==> config.mk <==
export PLATFORM = sky130hd
export DESIGN_NAME = mac_init_top
export DESIGN_NICKNAME = d
export VERILOG_FILES = /design/src/mac_init_pkg.sv /design/src/mac_regs_pkg.sv /design/src/reg_cmd_if.sv /design/src/mac_init_top.sv /design/src/axil_cmd_master.sv /design/src/cmd_fifo.sv /design/src/init_sequencer.sv
export SDC_FILE = /design/constraint.sdc
export NUM_CORES = 1
export LEC_CHECK = 0
export BUFFER_PORTS_ARGS = -buffer_cell sky130_fd_sc_hd__buf_2
export CAP_MARGIN = 25
export CORE_UTILIZATION = 45
export CTS_CLUSTER_SIZE = 25
export DETAILED_ROUTE_END_ITERATION = 12
export PLACE_DENSITY_LB_ADDON = 0.08
export SYNTH_ARGS = -nofsm -noshare
export SYNTH_HDL_FRONTEND = slang
export SYNTH_HIERARCHICAL = 1
export SYNTH_SLANG_ARGS = --single-unit
==> constraint.sdc <==
create_clock -name clk -period 8.9 [get_ports clk]
set_input_delay 0.445 -clock clk [delete_from_list [all_inputs] [get_ports clk]]
set_output_delay 0.445 -clock clk [all_outputs]
set_load 0.05 [all_outputs]
==> src/mac_init_pkg.sv <==
package mac_init_pkg;

    // register bus widths
    typedef logic [31:0] axil_addr_t;
    typedef logic [31:0] axil_data_t;

    typedef enum logic
    {
        CMD_WRITE = 1'b0,
        CMD_POLL  = 1'b1
    } cmd_kind_t;

    typedef enum logic [1:0]
    {
        S_WAIT_INIT = 2'd0,
        S_ISSUE     = 2'd1,
        S_DONE      = 2'd2
    } seq_state_t;

    // start-up delay before the first register access
    localparam int WAIT_INIT_CYCLES = 64;

    localparam int CMD_FIFO_DEPTH = 4;

endpackage
==> src/mac_regs_pkg.sv <==
package mac_regs_pkg;

    import mac_init_pkg::*;

    // byte addresses, mac at word 0x00, pcs at word 0x80
    localparam axil_addr_t COMMAND_CONFIG_ADDR   = 32'h0000_0008;
    localparam axil_addr_t MAC_0_ADDR            = 32'h0000_000C;
    localparam axil_addr_t MAC_1_ADDR            = 32'h0000_0010;
    localparam axil_addr_t FRM_LENGTH_ADDR       = 32'h0000_0014;
    localparam axil_addr_t PAUSE_QUANT_ADDR      = 32'h0000_0018;
    localparam axil_addr_t RX_SECTION_EMPTY_ADDR = 32'h0000_001C;
    localparam axil_addr_t RX_SECTION_FULL_ADDR  = 32'h0000_0020;
    localparam axil_addr_t TX_SECTION_EMPTY_ADDR = 32'h0000_0024;
    localparam axil_addr_t TX_SECTION_FULL_ADDR  = 32'h0000_0028;
    localparam axil_addr_t RX_ALMOST_EMPTY_ADDR  = 32'h0000_002C;
    localparam axil_addr_t RX_ALMOST_FULL_ADDR   = 32'h0000_0030;
    localparam axil_addr_t TX_ALMOST_EMPTY_ADDR  = 32'h0000_0034;
    localparam axil_addr_t TX_ALMOST_FULL_ADDR   = 32'h0000_0038;
    localparam axil_addr_t TX_IPG_LENGTH_ADDR    = 32'h0000_005C;
    localparam axil_addr_t PCS_CONTROL_ADDR      = 32'h0000_0200;
    localparam axil_addr_t PCS_STATUS_ADDR       = 32'h0000_0204;
    localparam axil_addr_t LINK_TIMER_0_ADDR     = 32'h0000_0248;
    localparam axil_addr_t LINK_TIMER_1_ADDR     = 32'h0000_024C;
    localparam axil_addr_t IF_MODE_ADDR          = 32'h0000_0250;

    // status and control bits that the polls wait on
    localparam axil_data_t LINK_UP_BIT   = 32'h0000_0004;
    localparam axil_data_t PCS_RESET_BIT = 32'h0000_8000;
    localparam axil_data_t MAC_RESET_BIT = 32'h0000_2000;
    localparam axil_data_t TX_RX_EN_BITS = 32'h0000_0003;

    // 1.6 ms sgmii link timer at 125 MHz
    localparam axil_data_t LINK_TIMER_0_VAL     = 32'h0000_0D40;
    localparam axil_data_t LINK_TIMER_1_VAL     = 32'h0000_0003;
    localparam axil_data_t IF_MODE_VAL          = 32'h0000_0003;
    localparam axil_data_t PCS_CONTROL_INIT     = 32'h0000_1140;
    localparam axil_data_t PCS_RESET_VAL        = PCS_CONTROL_INIT | PCS_RESET_BIT;
    localparam axil_data_t TX_SECTION_EMPTY_VAL = 32'h0000_07F0;
    localparam axil_data_t TX_ALMOST_FULL_VAL   = 32'h0000_0003;
    localparam axil_data_t TX_ALMOST_EMPTY_VAL  = 32'h0000_0008;
    localparam axil_data_t TX_SECTION_FULL_VAL  = 32'h0000_0010;
    localparam axil_data_t RX_SECTION_EMPTY_VAL = 32'h0000_07F0;
    localparam axil_data_t RX_ALMOST_FULL_VAL   = 32'h0000_0008;
    localparam axil_data_t RX_ALMOST_EMPTY_VAL  = 32'h0000_0008;
    localparam axil_data_t RX_SECTION_FULL_VAL  = 32'h0000_0010;
    localparam axil_data_t MAC_0_VAL            = 32'h1723_1C00;
    localparam axil_data_t MAC_1_VAL            = 32'h0000_CB4A;
    localparam axil_data_t FRM_LENGTH_VAL       = 32'h0000_05EE;
    localparam axil_data_t TX_IPG_LENGTH_VAL    = 32'h0000_000C;
    localparam axil_data_t PAUSE_QUANT_VAL      = 32'h0000_FFFF;
    localparam axil_data_t CMD_CFG_DISABLE      = 32'h0080_0220;
    localparam axil_data_t CMD_CFG_RESET        = CMD_CFG_DISABLE | MAC_RESET_BIT;
    localparam axil_data_t CMD_CFG_ENABLE       = CMD_CFG_DISABLE | TX_RX_EN_BITS;

    localparam int INIT_STEPS = 25;

    typedef logic [4:0] init_step_t;

    localparam cmd_kind_t INIT_KIND [INIT_STEPS] = '{
        CMD_WRITE, CMD_WRITE, CMD_WRITE, CMD_POLL, CMD_WRITE, CMD_POLL, CMD_WRITE, CMD_POLL,
        CMD_WRITE, CMD_WRITE, CMD_WRITE, CMD_WRITE, CMD_WRITE, CMD_WRITE, CMD_WRITE,
        CMD_WRITE, CMD_WRITE, CMD_WRITE, CMD_WRITE, CMD_WRITE, CMD_WRITE,
        CMD_WRITE, CMD_POLL, CMD_WRITE, CMD_POLL};

    localparam axil_addr_t INIT_ADDR [INIT_STEPS] = '{
        LINK_TIMER_0_ADDR, LINK_TIMER_1_ADDR, IF_MODE_ADDR, PCS_STATUS_ADDR,
        PCS_CONTROL_ADDR, PCS_CONTROL_ADDR, COMMAND_CONFIG_ADDR, COMMAND_CONFIG_ADDR,
        TX_SECTION_EMPTY_ADDR, TX_ALMOST_FULL_ADDR, TX_ALMOST_EMPTY_ADDR, TX_SECTION_FULL_ADDR,
        RX_SECTION_EMPTY_ADDR, RX_ALMOST_FULL_ADDR, RX_ALMOST_EMPTY_ADDR, RX_SECTION_FULL_ADDR,
        MAC_0_ADDR, MAC_1_ADDR, FRM_LENGTH_ADDR, TX_IPG_LENGTH_ADDR, PAUSE_QUANT_ADDR,
        COMMAND_CONFIG_ADDR, COMMAND_CONFIG_ADDR, COMMAND_CONFIG_ADDR, COMMAND_CONFIG_ADDR};

    // write value, or the expected masked value of a poll
    localparam axil_data_t INIT_DATA [INIT_STEPS] = '{
        LINK_TIMER_0_VAL, LINK_TIMER_1_VAL, IF_MODE_VAL, LINK_UP_BIT,
        PCS_RESET_VAL, 32'h0, CMD_CFG_DISABLE, 32'h0,
        TX_SECTION_EMPTY_VAL, TX_ALMOST_FULL_VAL, TX_ALMOST_EMPTY_VAL, TX_SECTION_FULL_VAL,
        RX_SECTION_EMPTY_VAL, RX_ALMOST_FULL_VAL, RX_ALMOST_EMPTY_VAL, RX_SECTION_FULL_VAL,
        MAC_0_VAL, MAC_1_VAL, FRM_LENGTH_VAL, TX_IPG_LENGTH_VAL, PAUSE_QUANT_VAL,
        CMD_CFG_RESET, 32'h0, CMD_CFG_ENABLE, TX_RX_EN_BITS};

    localparam axil_data_t INIT_MASK [INIT_STEPS] = '{
        32'h0, 32'h0, 32'h0, LINK_UP_BIT, 32'h0, PCS_RESET_BIT, 32'h0, TX_RX_EN_BITS,
        32'h0, 32'h0, 32'h0, 32'h0, 32'h0, 32'h0, 32'h0, 32'h0,
        32'h0, 32'h0, 32'h0, 32'h0, 32'h0,
        32'h0, MAC_RESET_BIT, 32'h0, TX_RX_EN_BITS};

endpackage

==> src/reg_cmd_if.sv <==
interface reg_cmd_if;

    import mac_init_pkg::*;

    logic       valid;
    logic       ready;
    cmd_kind_t  kind;
    axil_addr_t addr;
    // write value or expected poll value
    axil_data_t data;
    axil_data_t mask;
    logic       last;

    modport source (output valid, kind, addr, data, mask, last, input ready);

    modport sink (input valid, kind, addr, data, mask, last, output ready);

    modport monitor (input valid, ready, kind, addr, data, mask, last);

endinterface

==> src/mac_init_top.sv <==
module mac_init_top
(
    input  logic                     clk,
    input  logic                     reset,
    output logic                     awvalid,
    output mac_init_pkg::axil_addr_t awaddr,
    input  logic                     awready,
    output logic                     wvalid,
    output mac_init_pkg::axil_data_t wdata,
    output logic [3:0]               wstrb,
    input  logic                     wready,
    input  logic                     bvalid,
    input  logic [1:0]               bresp,
    output logic                     bready,
    output logic                     arvalid,
    output mac_init_pkg::axil_addr_t araddr,
    input  logic                     arready,
    input  logic                     rvalid,
    input  mac_init_pkg::axil_data_t rdata,
    input  logic [1:0]               rresp,
    output logic                     rready,
    output logic                     mac_inited
);

    reg_cmd_if seq_to_fifo ();
    reg_cmd_if fifo_to_master ();

    init_sequencer i_init_sequencer
    (
        .clk   (clk),
        .reset (reset),
        .cmd   (seq_to_fifo.source)
    );

    cmd_fifo i_cmd_fifo
    (
        .clk   (clk),
        .reset (reset),
        .push  (seq_to_fifo.sink),
        .pop   (fifo_to_master.source)
    );

    axil_cmd_master i_axil_cmd_master
    (
        .clk        (clk),
        .reset      (reset),
        .cmd        (fifo_to_master.sink),
        .awvalid    (awvalid),
        .awaddr     (awaddr),
        .awready    (awready),
        .wvalid     (wvalid),
        .wdata      (wdata),
        .wstrb      (wstrb),
        .wready     (wready),
        .bvalid     (bvalid),
        .bresp      (bresp),
        .bready     (bready),
        .arvalid    (arvalid),
        .araddr     (araddr),
        .arready    (arready),
        .rvalid     (rvalid),
        .rdata      (rdata),
        .rresp      (rresp),
        .rready     (rready),
        .mac_inited (mac_inited)
    );

endmodule

==> src/axil_cmd_master.sv <==
module axil_cmd_master
(
    input  logic                     clk,
    input  logic                     reset,
    reg_cmd_if.sink                  cmd,
    output logic                     awvalid,
    output mac_init_pkg::axil_addr_t awaddr,
    input  logic                     awready,
    output logic                     wvalid,
    output mac_init_pkg::axil_data_t wdata,
    output logic [3:0]               wstrb,
    input  logic                     wready,
    input  logic                     bvalid,
    input  logic [1:0]               bresp,
    output logic                     bready,
    output logic                     arvalid,
    output mac_init_pkg::axil_addr_t araddr,
    input  logic                     arready,
    input  logic                     rvalid,
    input  mac_init_pkg::axil_data_t rdata,
    input  logic [1:0]               rresp,
    output logic                     rready,
    output logic                     mac_inited
);

    import mac_init_pkg::*;

    logic       busy;
    logic       accept;
    logic       b_done;
    logic       r_done;
    logic       poll_hit;
    logic       cmd_done;
    logic       cur_last;
    axil_data_t cur_expect;
    axil_data_t cur_mask;

    // one command in flight, nothing taken after the last one
    assign cmd.ready = !busy && !mac_inited;
    assign accept    = cmd.valid && cmd.ready;
    assign b_done    = bvalid && bready;
    assign r_done    = rvalid && rready;
    assign poll_hit  = ((rdata & cur_mask) == cur_expect);
    assign cmd_done  = b_done || (r_done && poll_hit);
    assign wstrb     = 4'b1111;

    always_ff @(posedge clk)
    begin
        if (accept)
        begin
            awaddr     <= cmd.addr;
            araddr     <= cmd.addr;
            wdata      <= cmd.data;
            cur_expect <= cmd.data;
            cur_mask   <= cmd.mask;
            cur_last   <= cmd.last;
        end
    end

    always_ff @(posedge clk, posedge reset)
    begin
        if (reset)
        begin
            busy       <= 1'b0;
            awvalid    <= 1'b0;
            wvalid     <= 1'b0;
            bready     <= 1'b0;
            arvalid    <= 1'b0;
            rready     <= 1'b0;
            mac_inited <= 1'b0;
        end
        else
        begin
            if (accept)
            begin
                busy <= 1'b1;
                if (cmd.kind == CMD_WRITE)
                begin
                    awvalid <= 1'b1;
                    wvalid  <= 1'b1;
                    bready  <= 1'b1;
                end
                else
                begin
                    arvalid <= 1'b1;
                end
            end
            // aw and w may be accepted in either order
            if (awvalid && awready)
            begin
                awvalid <= 1'b0;
            end
            if (wvalid && wready)
            begin
                wvalid <= 1'b0;
            end
            if (b_done)
            begin
                bready <= 1'b0;
            end
            if (arvalid && arready)
            begin
                arvalid <= 1'b0;
                rready  <= 1'b1;
            end
            if (r_done)
            begin
                rready <= 1'b0;
                // poll miss, read the same register again
                if (!poll_hit)
                begin
                    arvalid <= 1'b1;
                end
            end
            if (cmd_done)
            begin
                busy <= 1'b0;
                if (cur_last)
                begin
                    mac_inited <= 1'b1;
                end
            end
        end
    end

endmodule

==> src/cmd_fifo.sv <==
module cmd_fifo
#(
    // power of two, pointers wrap naturally
    parameter int DEPTH = mac_init_pkg::CMD_FIFO_DEPTH
)
(
    input  logic      clk,
    input  logic      reset,
    reg_cmd_if.sink   push,
    reg_cmd_if.source pop
);

    import mac_init_pkg::*;

    cmd_kind_t                kind_mem [DEPTH];
    axil_addr_t               addr_mem [DEPTH];
    axil_data_t               data_mem [DEPTH];
    axil_data_t               mask_mem [DEPTH];
    logic                     last_mem [DEPTH];
    logic [$clog2(DEPTH)-1:0] wr_ptr;
    logic [$clog2(DEPTH)-1:0] rd_ptr;
    logic [$clog2(DEPTH):0]   count;
    logic                     do_push;
    logic                     do_pop;

    assign push.ready = (count != ($clog2(DEPTH) + 1)'(DEPTH));
    assign pop.valid  = (count != '0);
    assign do_push    = push.valid && push.ready;
    assign do_pop     = pop.valid && pop.ready;

    assign pop.kind = kind_mem[rd_ptr];
    assign pop.addr = addr_mem[rd_ptr];
    assign pop.data = data_mem[rd_ptr];
    assign pop.mask = mask_mem[rd_ptr];
    assign pop.last = last_mem[rd_ptr];

    always_ff @(posedge clk)
    begin
        if (do_push)
        begin
            kind_mem[wr_ptr] <= push.kind;
            addr_mem[wr_ptr] <= push.addr;
            data_mem[wr_ptr] <= push.data;
            mask_mem[wr_ptr] <= push.mask;
            last_mem[wr_ptr] <= push.last;
        end
    end

    always_ff @(posedge clk, posedge reset)
    begin
        if (reset)
        begin
            wr_ptr <= '0;
            rd_ptr <= '0;
            count  <= '0;
        end
        else
        begin
            if (do_push)
            begin
                wr_ptr <= wr_ptr + 1'b1;
            end
            if (do_pop)
            begin
                rd_ptr <= rd_ptr + 1'b1;
            end
            if (do_push && !do_pop)
            begin
                count <= count + 1'b1;
            end
            else if (do_pop && !do_push)
            begin
                count <= count - 1'b1;
            end
        end
    end

endmodule

==> src/init_sequencer.sv <==
module init_sequencer
(
    input  logic      clk,
    input  logic      reset,
    reg_cmd_if.source cmd
);

    import mac_init_pkg::*;
    import mac_regs_pkg::*;

    seq_state_t                          state;
    logic [$clog2(WAIT_INIT_CYCLES)-1:0] delay_cnt;
    init_step_t                          step;
    logic                                last_step;

    assign last_step = (step == init_step_t'(INIT_STEPS - 1));

    // table entry of the current step
    assign cmd.valid = (state == S_ISSUE);
    assign cmd.kind  = INIT_KIND[step];
    assign cmd.addr  = INIT_ADDR[step];
    assign cmd.data  = INIT_DATA[step];
    assign cmd.mask  = INIT_MASK[step];
    assign cmd.last  = last_step;

    always_ff @(posedge clk, posedge reset)
    begin
        if (reset)
        begin
            state     <= S_WAIT_INIT;
            delay_cnt <= '0;
            step      <= '0;
        end
        else
        begin
            case (state)
                S_WAIT_INIT:
                begin
                    if (delay_cnt == $bits(delay_cnt)'(WAIT_INIT_CYCLES - 1))
                    begin
                        state <= S_ISSUE;
                    end
                    else
                    begin
                        delay_cnt <= delay_cnt + 1'b1;
                    end
                end
                S_ISSUE:
                begin
                    if (cmd.valid && cmd.ready)
                    begin
                        if (last_step)
                        begin
                            state <= S_DONE;
                        end
                        else
                        begin
                            step <= step + 1'b1;
                        end
                    end
                end
                // S_DONE holds until reset
                default:
                begin
                    state <= S_DONE;
                end
            endcase
        end
    end

endmodule

* Word-level counts from Yosys, hierarchy flattened
Memories as Yosys holds them, arrays and structs flattened. A register that Yosys moved wholly into a read port is not among the register bits. Cells that the tools add are included.
Word-level totals: RAM bits 392, memories 9, register bits 27, logic and storage cells 105, ROM bits 3104
Cells by class: add/subtract/negate cells 6, equality and inequality tests 11, magnitude comparators 1, bitwise logic cells 4, reductions and logical operators 31, mux-type cells 30
Memories:
- (no name shown) | depth 32, width 32, rd ports 1, clocked after Yosys merged registers in 0, wr ports 0, RTL line init_sequencer.sv:21 | assign cmd.addr = INIT_ADDR[step];
- (no name shown) | depth 32, width 32, rd ports 1, clocked after Yosys merged registers in 0, wr ports 0, RTL line init_sequencer.sv:22 | assign cmd.data = INIT_DATA[step];
- (no name shown) | depth 32, width 32, rd ports 1, clocked after Yosys merged registers in 0, wr ports 0, RTL line init_sequencer.sv:23 | assign cmd.mask = INIT_MASK[step];
- i_cmd_fifo.addr_mem | depth 4, width 32, rd ports 1, clocked after Yosys merged registers in 1, wr ports 1, RTL line cmd_fifo.sv:16 | axil_addr_t addr_mem [DEPTH];
- i_cmd_fifo.data_mem | depth 4, width 32, rd ports 1, clocked after Yosys merged registers in 1, wr ports 1, RTL line cmd_fifo.sv:17 | axil_data_t data_mem [DEPTH];
- i_cmd_fifo.mask_mem | depth 4, width 32, rd ports 1, clocked after Yosys merged registers in 1, wr ports 1, RTL line cmd_fifo.sv:18 | axil_data_t mask_mem [DEPTH];
- 3 more memories
Operator list (number):
- $mux W32 | 6
- $and A32 B32 Y32 | 1
- $eq A32 B32 Y1 | 1
- $mux W1 | 18
- $reduce_bool A2 Y1 | 6
- $logic_and A1 B1 Y1 | 11
- $ne A2 B2 Y1 const B | 5
- $reduce_and A2 Y1 | 5
- $add A6 B1 Y6 const B | 1
- $eq A6 B6 Y1 const B | 1
- $ge A6 B6 Y1 const B | 1
- $mux W2 | 3
- $mux W3 | 2
- $not A5 Y6 | 1
- $reduce_and A3 Y1 | 2
- $add A5 B1 Y5 const B | 1
- $eq A5 B5 Y1 const B | 1
- $add A2 B1 Y2 const B | 2
- $logic_not A1 Y1 | 4
- $pmux W2 S2 | 1
- $add A3 B1 Y3 const B | 1
- $ne A3 B3 Y1 const B | 1
- $reduce_bool A3 Y1 | 1
- $sub A3 B1 Y3 const B | 1
- other kinds (5) | 6

* Depth between registers and ports, before layout
Gate-level depths: netlist of the first run.
depth in word-level cells 7, gate-level depth with buffers 9, depth with buffers taken out 9

* Cells and area by module
Netlist of the first run, hierarchy kept.
Modules (own cells, without submodules):
- cmd_fifo | cells each 548, seq. area each 11946.5 µm², instances 1, area an instance 14657.8 µm²
- axil_cmd_master | cells each 243, seq. area each 3088.0 µm², instances 1, area an instance 4072.7 µm²
- init_sequencer | cells each 229, seq. area each 325.3 µm², instances 1, area an instance 1830.5 µm²

* Least setup slack after synthesis of the first run
No wires, ideal clock.
path type reg2reg, start register i_axil_cmd_master.mac_inited, end register i_axil_cmd_master.awvalid, setup slack 5.231 ns, period minus slack after synthesis 3.669 ns, required time 8.811 ns, arrival 3.580 ns, stages on the path, launching flop included 5, setup time 0.089 ns, cells stage by stage dfrtp_1 nor2_1 and2_1 nand2b_1 mux2i_1
Between the ends: cells in the longest elaborated chain, start to end 5
Ends and longest elaborated chain:
- from (decl) | RTL line axil_cmd_master.sv:23 | output logic mac_inited
- from (signal assigned) | RTL line axil_cmd_master.sv:70 | mac_inited <= 1'b0;
- from (signal assigned) | RTL line axil_cmd_master.sv:120 | mac_inited <= 1'b1;
- $logic_not A1 Y1 | RTL line axil_cmd_master.sv:39 | assign cmd.ready = !busy && !mac_inited;
- $logic_and A1 B1 Y1 | RTL line axil_cmd_master.sv:39
- net fifo_to_master.ready | RTL line reg_cmd_if.sv:6 | logic ready;
- $logic_and A1 B1 Y1 | RTL line axil_cmd_master.sv:40 | assign accept = cmd.valid && cmd.ready;
- net i_axil_cmd_master.accept | RTL line axil_cmd_master.sv:29 | logic accept;
- $reduce_bool A2 Y1 (no line)
- $reduce_and A2 Y1 (no line)
- to (signal assigned) | RTL line axil_cmd_master.sv:65 | awvalid <= 1'b0;
- to (signal assigned) | RTL line axil_cmd_master.sv:79 | awvalid <= 1'b1;
- to (signal assigned) | RTL line axil_cmd_master.sv:91 | awvalid <= 1'b0;
- to (decl) | RTL line axil_cmd_master.sv:6 | output logic awvalid,
The timed path passes the listed nets, and every way through them passes these cells. A chain may end at the register's enable or synchronous reset.

* Final worst setup path of the first run
start register i_init_sequencer.state[1], end memory i_cmd_fifo/data_mem[1][15] in the netlist's numbering, enable pin
Between the ends: cells in the longest elaborated chain, start to end 4
Ends and longest elaborated chain:
- from (decl) | RTL line init_sequencer.sv:11 | seq_state_t state;
- from (signal assigned) | RTL line init_sequencer.sv:30 | state <= S_WAIT_INIT;
- from (signal assigned) | RTL line init_sequencer.sv:41 | state <= S_ISSUE;
- from (signal assigned) | RTL line init_sequencer.sv:54 | state <= S_DONE;
- $eq A2 B1 Y1 | RTL line init_sequencer.sv:19 | assign cmd.valid = (state == S_ISSUE);
- net seq_to_fifo.valid | RTL line reg_cmd_if.sv:5 | logic valid;
- $logic_and A1 B1 Y1 | RTL line cmd_fifo.sv:28 | assign do_push = push.valid && push.ready;
- net i_cmd_fifo.do_push | RTL line cmd_fifo.sv:23 | logic do_push;
- $mux W1 | RTL line cmd_fifo.sv:39 | if (do_push)
- $mux W1 (not written as such) | RTL line cmd_fifo.sv:43 | data_mem[wr_ptr] <= push.data;
- to (decl) | RTL line cmd_fifo.sv:17
The timed path passes the listed nets, and every way through them passes these cells.

==> results of run 1 <==
## critical path, stage by stage (launching register included)
cell	delay, ns
dfrtp_1	0.49
nor2_1	0.13
a21boi_2	0.35
and2_4	0.84
buf_4	0.74
## state kept, by name (all words and copies together) (netlist names), 2 cells and up
register / count
i_cmd_fifo/rd_ptr: 2
i_init_sequencer/delay_cnt: 6
i_init_sequencer/step: 5
i_axil_cmd_master/cur_expect: 32
i_cmd_fifo/wr_ptr: 2
i_cmd_fifo/data_mem: 128
i_cmd_fifo/count: 3
i_init_sequencer/state: 2
i_cmd_fifo/kind_mem: 4
i_axil_cmd_master/araddr: 32
i_cmd_fifo/mask_mem: 128
i_cmd_fifo/addr_mem: 128
i_axil_cmd_master/cur_mask: 32
i_cmd_fifo/last_mem: 4
## cell families (layout without fill, tap and decap cells)
kind of cell	Yosys count	in the layout	share of synthesized area, %
AO/OA/AOI/OAI	101	101	3.36
XOR/XNOR	10	10	0.426
adder cells (fa/ha/maj)	19	19	1.19
buffers and inverters	149	262	5.59
flip-flops	516	516	74.7
multiplexers	113	113	11.5
other	2	66	0.0365
AND/OR/NAND/NOR	110	110	3.18
## final timing paths
path                                                  startpoint                                        end  slack, ns  depth (start not counted)
max                        i_init_sequencer/state[1]$_DFFE_PP0P_       i_cmd_fifo/data_mem[1][15]$_DFFE_PP_       5.92                          4
min                                                       wready       i_axil_cmd_master/wvalid$_DFFE_PP0P_       0.04                          2
max reg2reg                i_init_sequencer/state[1]$_DFFE_PP0P_       i_cmd_fifo/data_mem[1][15]$_DFFE_PP_       5.92                          4
min reg2reg                 i_axil_cmd_master/wvalid$_DFFE_PP0P_       i_axil_cmd_master/wvalid$_DFFE_PP0P_       0.48                          1
max in group asynchronous                                  reset  i_init_sequencer/delay_cnt[1]$_DFFE_PP0P_       8.07                          3
min in group asynchronous                                  reset   i_axil_cmd_master/mac_inited$_DFFE_PP0P_       0.36                          3
## area by class of cell
cell class                 instances  area (um2)  share of cell area [%]
sequential                       516       15400                    66.9
multi-input combinational        418        4300                    18.7
clock buffer                      67        1460                    6.37
timing repair buffer             149         771                    3.35
tap                              592         741                    3.22
clock inverter                    33         284                    1.24
inverter                          13        48.8                   0.212
antenna                            1        2.50                  0.0109
## power by group through the flow
stage	registers, mW	logic, mW	clock network, mW
3_3_place_gp	2.69	0.0352	0
5_1_grt	2.64	0.0452	2.35
2_1_floorplan	2.69	0.0403	0
6_report	2.64	0.0395	2.20
3_5_place_dp	2.69	0.0353	0
4_1_cts	2.64	0.0358	2.26
## repair_timing
action | in CTS | in global routing
setup buffers | 0 | 0
endpoints found under the hold margin | 27 | 0
hold buffers | 1 | 0
## metal layers
layer / GRT usage (%) / wire, um / share of wire (%)
met3: 3.40 / 1630 / 4.4
met5: 0 / 0 / 0
met2: 27.0 / 18300 / 49
met1: 22.6 / 16700 / 45
met4: 4.68 / 778 / 2.1
## cell usage in the layout, fill, tap and decap left out, types with 5 or more instances in the layout
master,netlist,routed
dfrtp_1,27,25
conb_1,2,65
edfxtp_1,489,489
nand2_1,17,17
mux2i_1,7,7
a21oi_1,30,30
and3b_1,8,8
and3_1,21,21
a211oi_1,7,7
xnor2_1,8,8
clkinv_1,1,17
clkbuf_1,1,10
ha_1,18,18
nand4_1,6,6
a21boi_0,8,8
and2_4,0,5
nand2b_1,8,8
nor2_1,14,14
a21o_1,10,10
o21ai_0,11,11
nand3_1,12,12
buf_2,17,140
mux2_2,6,6
clkbuf_16,0,57
buf_4,106,8
mux4_2,98,98
inv_1,11,11
clkinv_2,0,7
o22a_1,8,8
bufinv_16,0,5
## through the flow
step	worst slack, ns	power [mW]	area (um2)	utilization, %	cells
after global placement	5.82	2.72	21200	47.6	1687
after global routing	5.64	5.03	23000	51.5	1788
after detailed placement	5.82	2.72	21200	47.6	1687
final	5.92	4.87	23000	51.5	1789
after CTS	5.80	4.93	23000	51.5	1788
after floorplan	5.23	2.73	20800	-	1083
==> out/results.txt, run 1 <==
PostCTS Resize Cnt -> 0
top-count cell post-synth -> edfxtp_1
Peak VDD IR -> 138 uV
synth unique cells -> 59
total CTS buffers -> 54
Post-synth EDFFs -> 489
I/O Buffers -> 140
Slew Limit Fails -> 0
leak pwr -> 7.32 nW
Worst EP required -> 9.11 ns
Flop pwr share -> 54.1%
Final setup viols -> 0
Synth Register Bits -> 516
Comb pwr share -> 0.8%
Syn-to-layout area delta -> 11.8%
Most used DFF post-synth -> edfxtp_1
crit end category -> flop
Clock Pin Slew Worst Setup and Hold Paths -> 0.06 ns
area of the core -> 44,600 um2
f_max -> 336 MHz
GP Congestion -> 0.762
first-pass GRT wire length -> 57,600 um
DIE AREA -> 46,600 um2
CTS sink count -> 516
Max H-tree Level -> 2
CTS tree -> built
layout cells sized above 1 -> 28.8%
Yosys top cell by area -> edfxtp_1
clock skew -> 0.0118 ns
Sw Ratio -> 18.9%
vias in the first global route -> 9,624
worst skew pair latency -> 0.59 ns
Clk pwr share -> 45.1%
Mean Syn Cell Area -> 20.2 um2
Mapped Area -> 20,600 um2
Syn Inst Count -> 1,020
# DRC -> 0
remaining antenna violation count -> 0
pwr/cell area -> 212 nW/um2
I/O pin count -> 149
average routed wire per standard cell -> 20.9 um
dpl hpwl -> 21,100 um
RSZ-0062 raised after global routing -> false
antenna violations before repair -> 0
Die Ht -> 216 um
nets@finish -> 1,214
Max Buffers Root-to-Sink -> 3
vias per inst -> 5.17
async set-reset flop share out of synthesis -> 5.23%
worst-margin pin slew -> 0.973 ns
sequential fraction of the synthesis area -> 74.7%
synth cell count leaders -> edfxtp_1 (489), buf_4 (106), mux4_2 (98)
DR iter-0 viols -> 541
worst hold path type -> primary input to flop
final hold violations -> 0
Die W -> 216 um
Root Buffer -> clkbuf_16
vias post-DR -> 9,255
Tot GR Track Use -> 16.5%
initial core utilization -> 46.1%
drt pass-1 iters -> 5
total grt overflow -> 0
CP max FO -> 53
minimum clock period -> 2.98 ns
Worst Path Arrival -> 3.18 ns
CP Class -> flop to flop
Slew headroom -> 35.1%
Hold Worst Slack -> 0.0409 ns
# fillers -> 3,655
share of the synthesized area in the top cell type -> 71.4%
crit start category -> flop
largest net degree at the start of global routing -> 62
Pint -> 3.95 mW
setup_tns -> 0 ns
max cap viols -> 0
Psw -> 0.920 mW
yosys warns -> 6
Area contributors post-synth -> edfxtp_1 (71%), mux4_2 (11%), buf_4 (3.9%)
final WL -> 37,400 um
Rows -> 77
Final period util -> 33.5%
status -> complete, no violations
(Power assumes the default switching activity.)
==> inputs of run 2 (changes only) <==
Clock period 8.9 ns to 2.8 ns, I/O delays scaled along.
==> run 2 against run 1 <==
- critical path depth rose by 2
- register-to-register slack worse by 5.3 ns
- count of clock-buffer cells in the layout fell by 1
==> out/results.txt, run 2 (synthesis gave the netlist of run 1 again) <==
r2r startpoint -> i_init_sequencer/step[0]$_DFFE_PP0P_ (was i_init_sequencer/state[1]$_DFFE_PP0P_)
total grt overflow -> 0 (unchanged)
layout cells sized above 1 -> 30.1% (was 28.8%)
Max Buffers Root-to-Sink -> 3 (unchanged)
Rows -> 77 (unchanged)
placed cell count -> 1,710 (was 1,687)
vias post-DR -> 9,335 (was 9,255)
average routed wire per standard cell -> 20.4 um (was 20.9 um)
CTS tree -> built (unchanged)
pwr/cell area -> 648 nW/um2 (was 212 nW/um2)
first-pass GRT wire length -> 57,400 um (was 57,600 um)
PostCTS Resize Cnt -> 0 (unchanged)
RR Endpoint -> i_cmd_fifo/addr_mem[2][3]$_DFFE_PP_ (was i_cmd_fifo/data_mem[1][15]$_DFFE_PP_)
CP Class -> flop to flop (unchanged)
Slew Limit Fails -> 0 (unchanged)
PnR worst setup slack -> 0.592 ns (was 5.92 ns)
nets@finish -> 1,243 (was 1,214)
GP Congestion -> 0.752 (was 0.762)
most common cell after layout, fill and taps aside -> edfxtp_1 (unchanged)
DIE AREA -> 46,600 um2 (unchanged)
drt pass-1 iters -> 4 (was 5)
status -> complete, no violations (unchanged)
Critical path buffers and inverters -> 2 (was 1)
Clock Pin Slew Worst Setup and Hold Paths -> 0.06 ns (about the same)
leak pwr -> 7.48 nW (was 7.32 nW)
vias per inst -> 5.15 (was 5.17)
r2r setup slk -> 0.59 ns (was 5.92 ns)
Peak VDD IR -> 439 uV (was 138 uV)
most frequent cells in the layout -> edfxtp_1 (489), buf_2 (140), mux4_2 (98), conb_1 (65), clkbuf_16 (55) (was edfxtp_1 (489), buf_2 (140), mux4_2 (98), conb_1 (65), clkbuf_16 (57))
area of the core -> 44,600 um2 (unchanged)
remaining antenna violation count -> 0 (unchanged)
worst skew pair latency -> 0.59 ns (about the same)
Clk pwr share -> 43.7% (was 45.1%)
Sw Ratio -> 19.1% (was 18.9%)
Max H-tree Level -> 2 (unchanged)
Final setup viols -> 0 (unchanged)
Placement Setup Slack -> 0.517 ns (was 5.82 ns)
setup_tns -> 0 ns (unchanged)
final WL -> 37,100 um (was 37,400 um)
Tot GR Track Use -> 16.4% (was 16.5%)
worst hold path type -> primary input to async pin (was primary input to flop)
Top Registers -> i_cmd_fifo/addr_mem x128, i_cmd_fifo/data_mem x128, i_cmd_fifo/mask_mem x128 (unchanged)
Syn-to-layout area delta -> 13.5% (was 11.8%)
I/O pin count -> 149 (unchanged)
Root Buffer -> clkbuf_16 (unchanged)
Flop pwr share -> 55.5% (was 54.1%)
Worst Path Arrival -> 2.48 ns (was 3.18 ns)
postcts setup bufs -> 0 (unchanged)
Slew headroom -> 52.2% (was 35.1%)
Pint -> 12.2 mW (was 3.95 mW)
reg2reg path depth -> 6 (was 4)
crit start category -> flop (unchanged)
I/O Buffers -> 140 (unchanged)
CTS sink count -> 516 (unchanged)
minimum clock period -> 2.21 ns (was 2.98 ns)
initial core utilization -> 46.1% (unchanged)
crit end category -> flop (unchanged)
Final period util -> 78.9% (was 33.5%)
DR iter-0 viols -> 581 (was 541)
Register Area -> 15,400 um2 (unchanged)
Die W -> 216 um (unchanged)
max cap viols -> 0 (unchanged)
# fillers -> 3,561 (was 3,655)
Psw -> 2.89 mW (was 0.920 mW)
hold_buf cts -> 7 (was 1)
slowest stage delay, CP -> 0.57 ns (was 0.84 ns)
cell family with most CP delay -> flip-flops (was simple AND/OR/NAND/NOR gates)
final hold violations -> 0 (unchanged)
worst-margin pin slew -> 0.718 ns (was 0.973 ns)
Worst EP required -> 3.08 ns (was 9.11 ns)
Comb pwr share -> 0.9% (was 0.8%)
Die Ht -> 216 um (unchanged)
dpl hpwl -> 22,300 um (was 21,100 um)
clock skew -> 0.0241 ns (was 0.0118 ns)
critical path's slowest cell -> dfrtp_1 (was and2_4)
f_max -> 453 MHz (was 336 MHz)
largest net degree at the start of global routing -> 59 (was 62)
total chip power -> 15.1 mW (was 4.87 mW)
vias in the first global route -> 9,644 (was 9,624)
total CTS buffers -> 53 (was 54)
area occupied by multi-input gates -> 4300 um2 (unchanged)
CP max FO -> 12 (was 53)
final instance count without filler cells -> 1,814 (was 1,789)
RSZ-0062 raised after global routing -> false (unchanged)
# DRC -> 0 (unchanged)
cells along the critical path -> inv_1, ha_1, buf_4, nor3b_1, o2bb2ai_1, a2bb2oi_1 (was nor2_1, a21boi_2, and2_4, buf_4)
antenna violations before repair -> 2 (was 0)
-- run 2: cell count changes in the layout (fill, tap and decap cells not counted), moves of 3 or more --
| cell | before | now |
|---|---|---|
| buf_12 | 0 | 17 |
| buf_4 | 8 | 14 |
| clkinv_1 | 17 | 11 |
| clkinv_2 | 7 | 10 |
| dlygate4sd3_1 | 1 | 7 |
-- run 2: through the flow --
step | hold WS, ns | cell area [um2] | util [%]
finish | 0.0463 | 23300 | 52.3
global route | 0.0756 | 23300 | 52.3
CTS | 0.0239 | 23300 | 52.2
detailed placement | 0.115 | 21600 | 48.4
global placement | 0.113 | 21600 | 48.4
floorplan | -0.0566 | 20800 | -
-- run 2: worst max path at each step --
stage / startpoint / to / cells past startpoint
finish: i_init_sequencer/step[0]$_DFFE_PP0P_ / i_cmd_fifo/addr_mem[2][3]$_DFFE_PP_ / 6
floorplan: i_init_sequencer/state[1]$_DFFE_PP0P_ / i_cmd_fifo/addr_mem[0][0]$_DFFE_PP_ / 3
detailed placement: i_init_sequencer/step[0]$_DFFE_PP0P_ / i_cmd_fifo/data_mem[1][26]$_DFFE_PP_ / 3
global placement: i_init_sequencer/step[0]$_DFFE_PP0P_ / i_cmd_fifo/data_mem[2][26]$_DFFE_PP_ / 3
global route: i_init_sequencer/step[0]$_DFFE_PP0P_ / i_cmd_fifo/addr_mem[0][3]$_DFFE_PP_ / 6
CTS: i_init_sequencer/step[0]$_DFFE_PP0P_ / i_cmd_fifo/data_mem[3][24]$_DFFE_PP_ / 3
-- run 2: cell type report --
cell class / instances / share of cell area [%]
repair buffers: 179 / 5.32
multi-input cells: 418 / 18.4
clock buffers: 66 / 5.99
clock inverters: 28 / 0.981
flip-flops and latches: 516 / 65.9
inverters: 13 / 0.209
diodes: 2 / 0.0215
well taps: 592 / 3.17
-- run 2: power by group through the flow --
| stage | clock network (mW) | registers, mW | logic [mW] |
|---|---|---|---|
| 6_report | 6.60 | 8.38 | 0.130 |
| 3_5_place_dp | 0 | 8.55 | 0.111 |
| 3_3_place_gp | 0 | 8.55 | 0.109 |
| 5_1_grt | 7.10 | 8.38 | 0.147 |
| 2_1_floorplan | 0 | 8.55 | 0.128 |
| 4_1_cts | 6.81 | 8.38 | 0.118 |
-- run 2: layer usage --
| metal | part of all wire, % | wire (um) | up-vias | global-route usage, % |
|---|---|---|---|---|
| met5 | 0 | 0 | - | 0 |
| li1 | - | - | 4278 | - |
| met3 | 4.2 | 1550 | 56 | 3.10 |
| met2 | 49 | 18300 | 191 | 26.5 |
| met1 | 44 | 16500 | 4810 | 22.8 |
| met4 | 2.1 | 772 | 0 | 4.63 |
-- run 2: worst min-delay path: cells and delay by family --
kind	cells	cell delay, ns
buffers and inverters	3	0.89
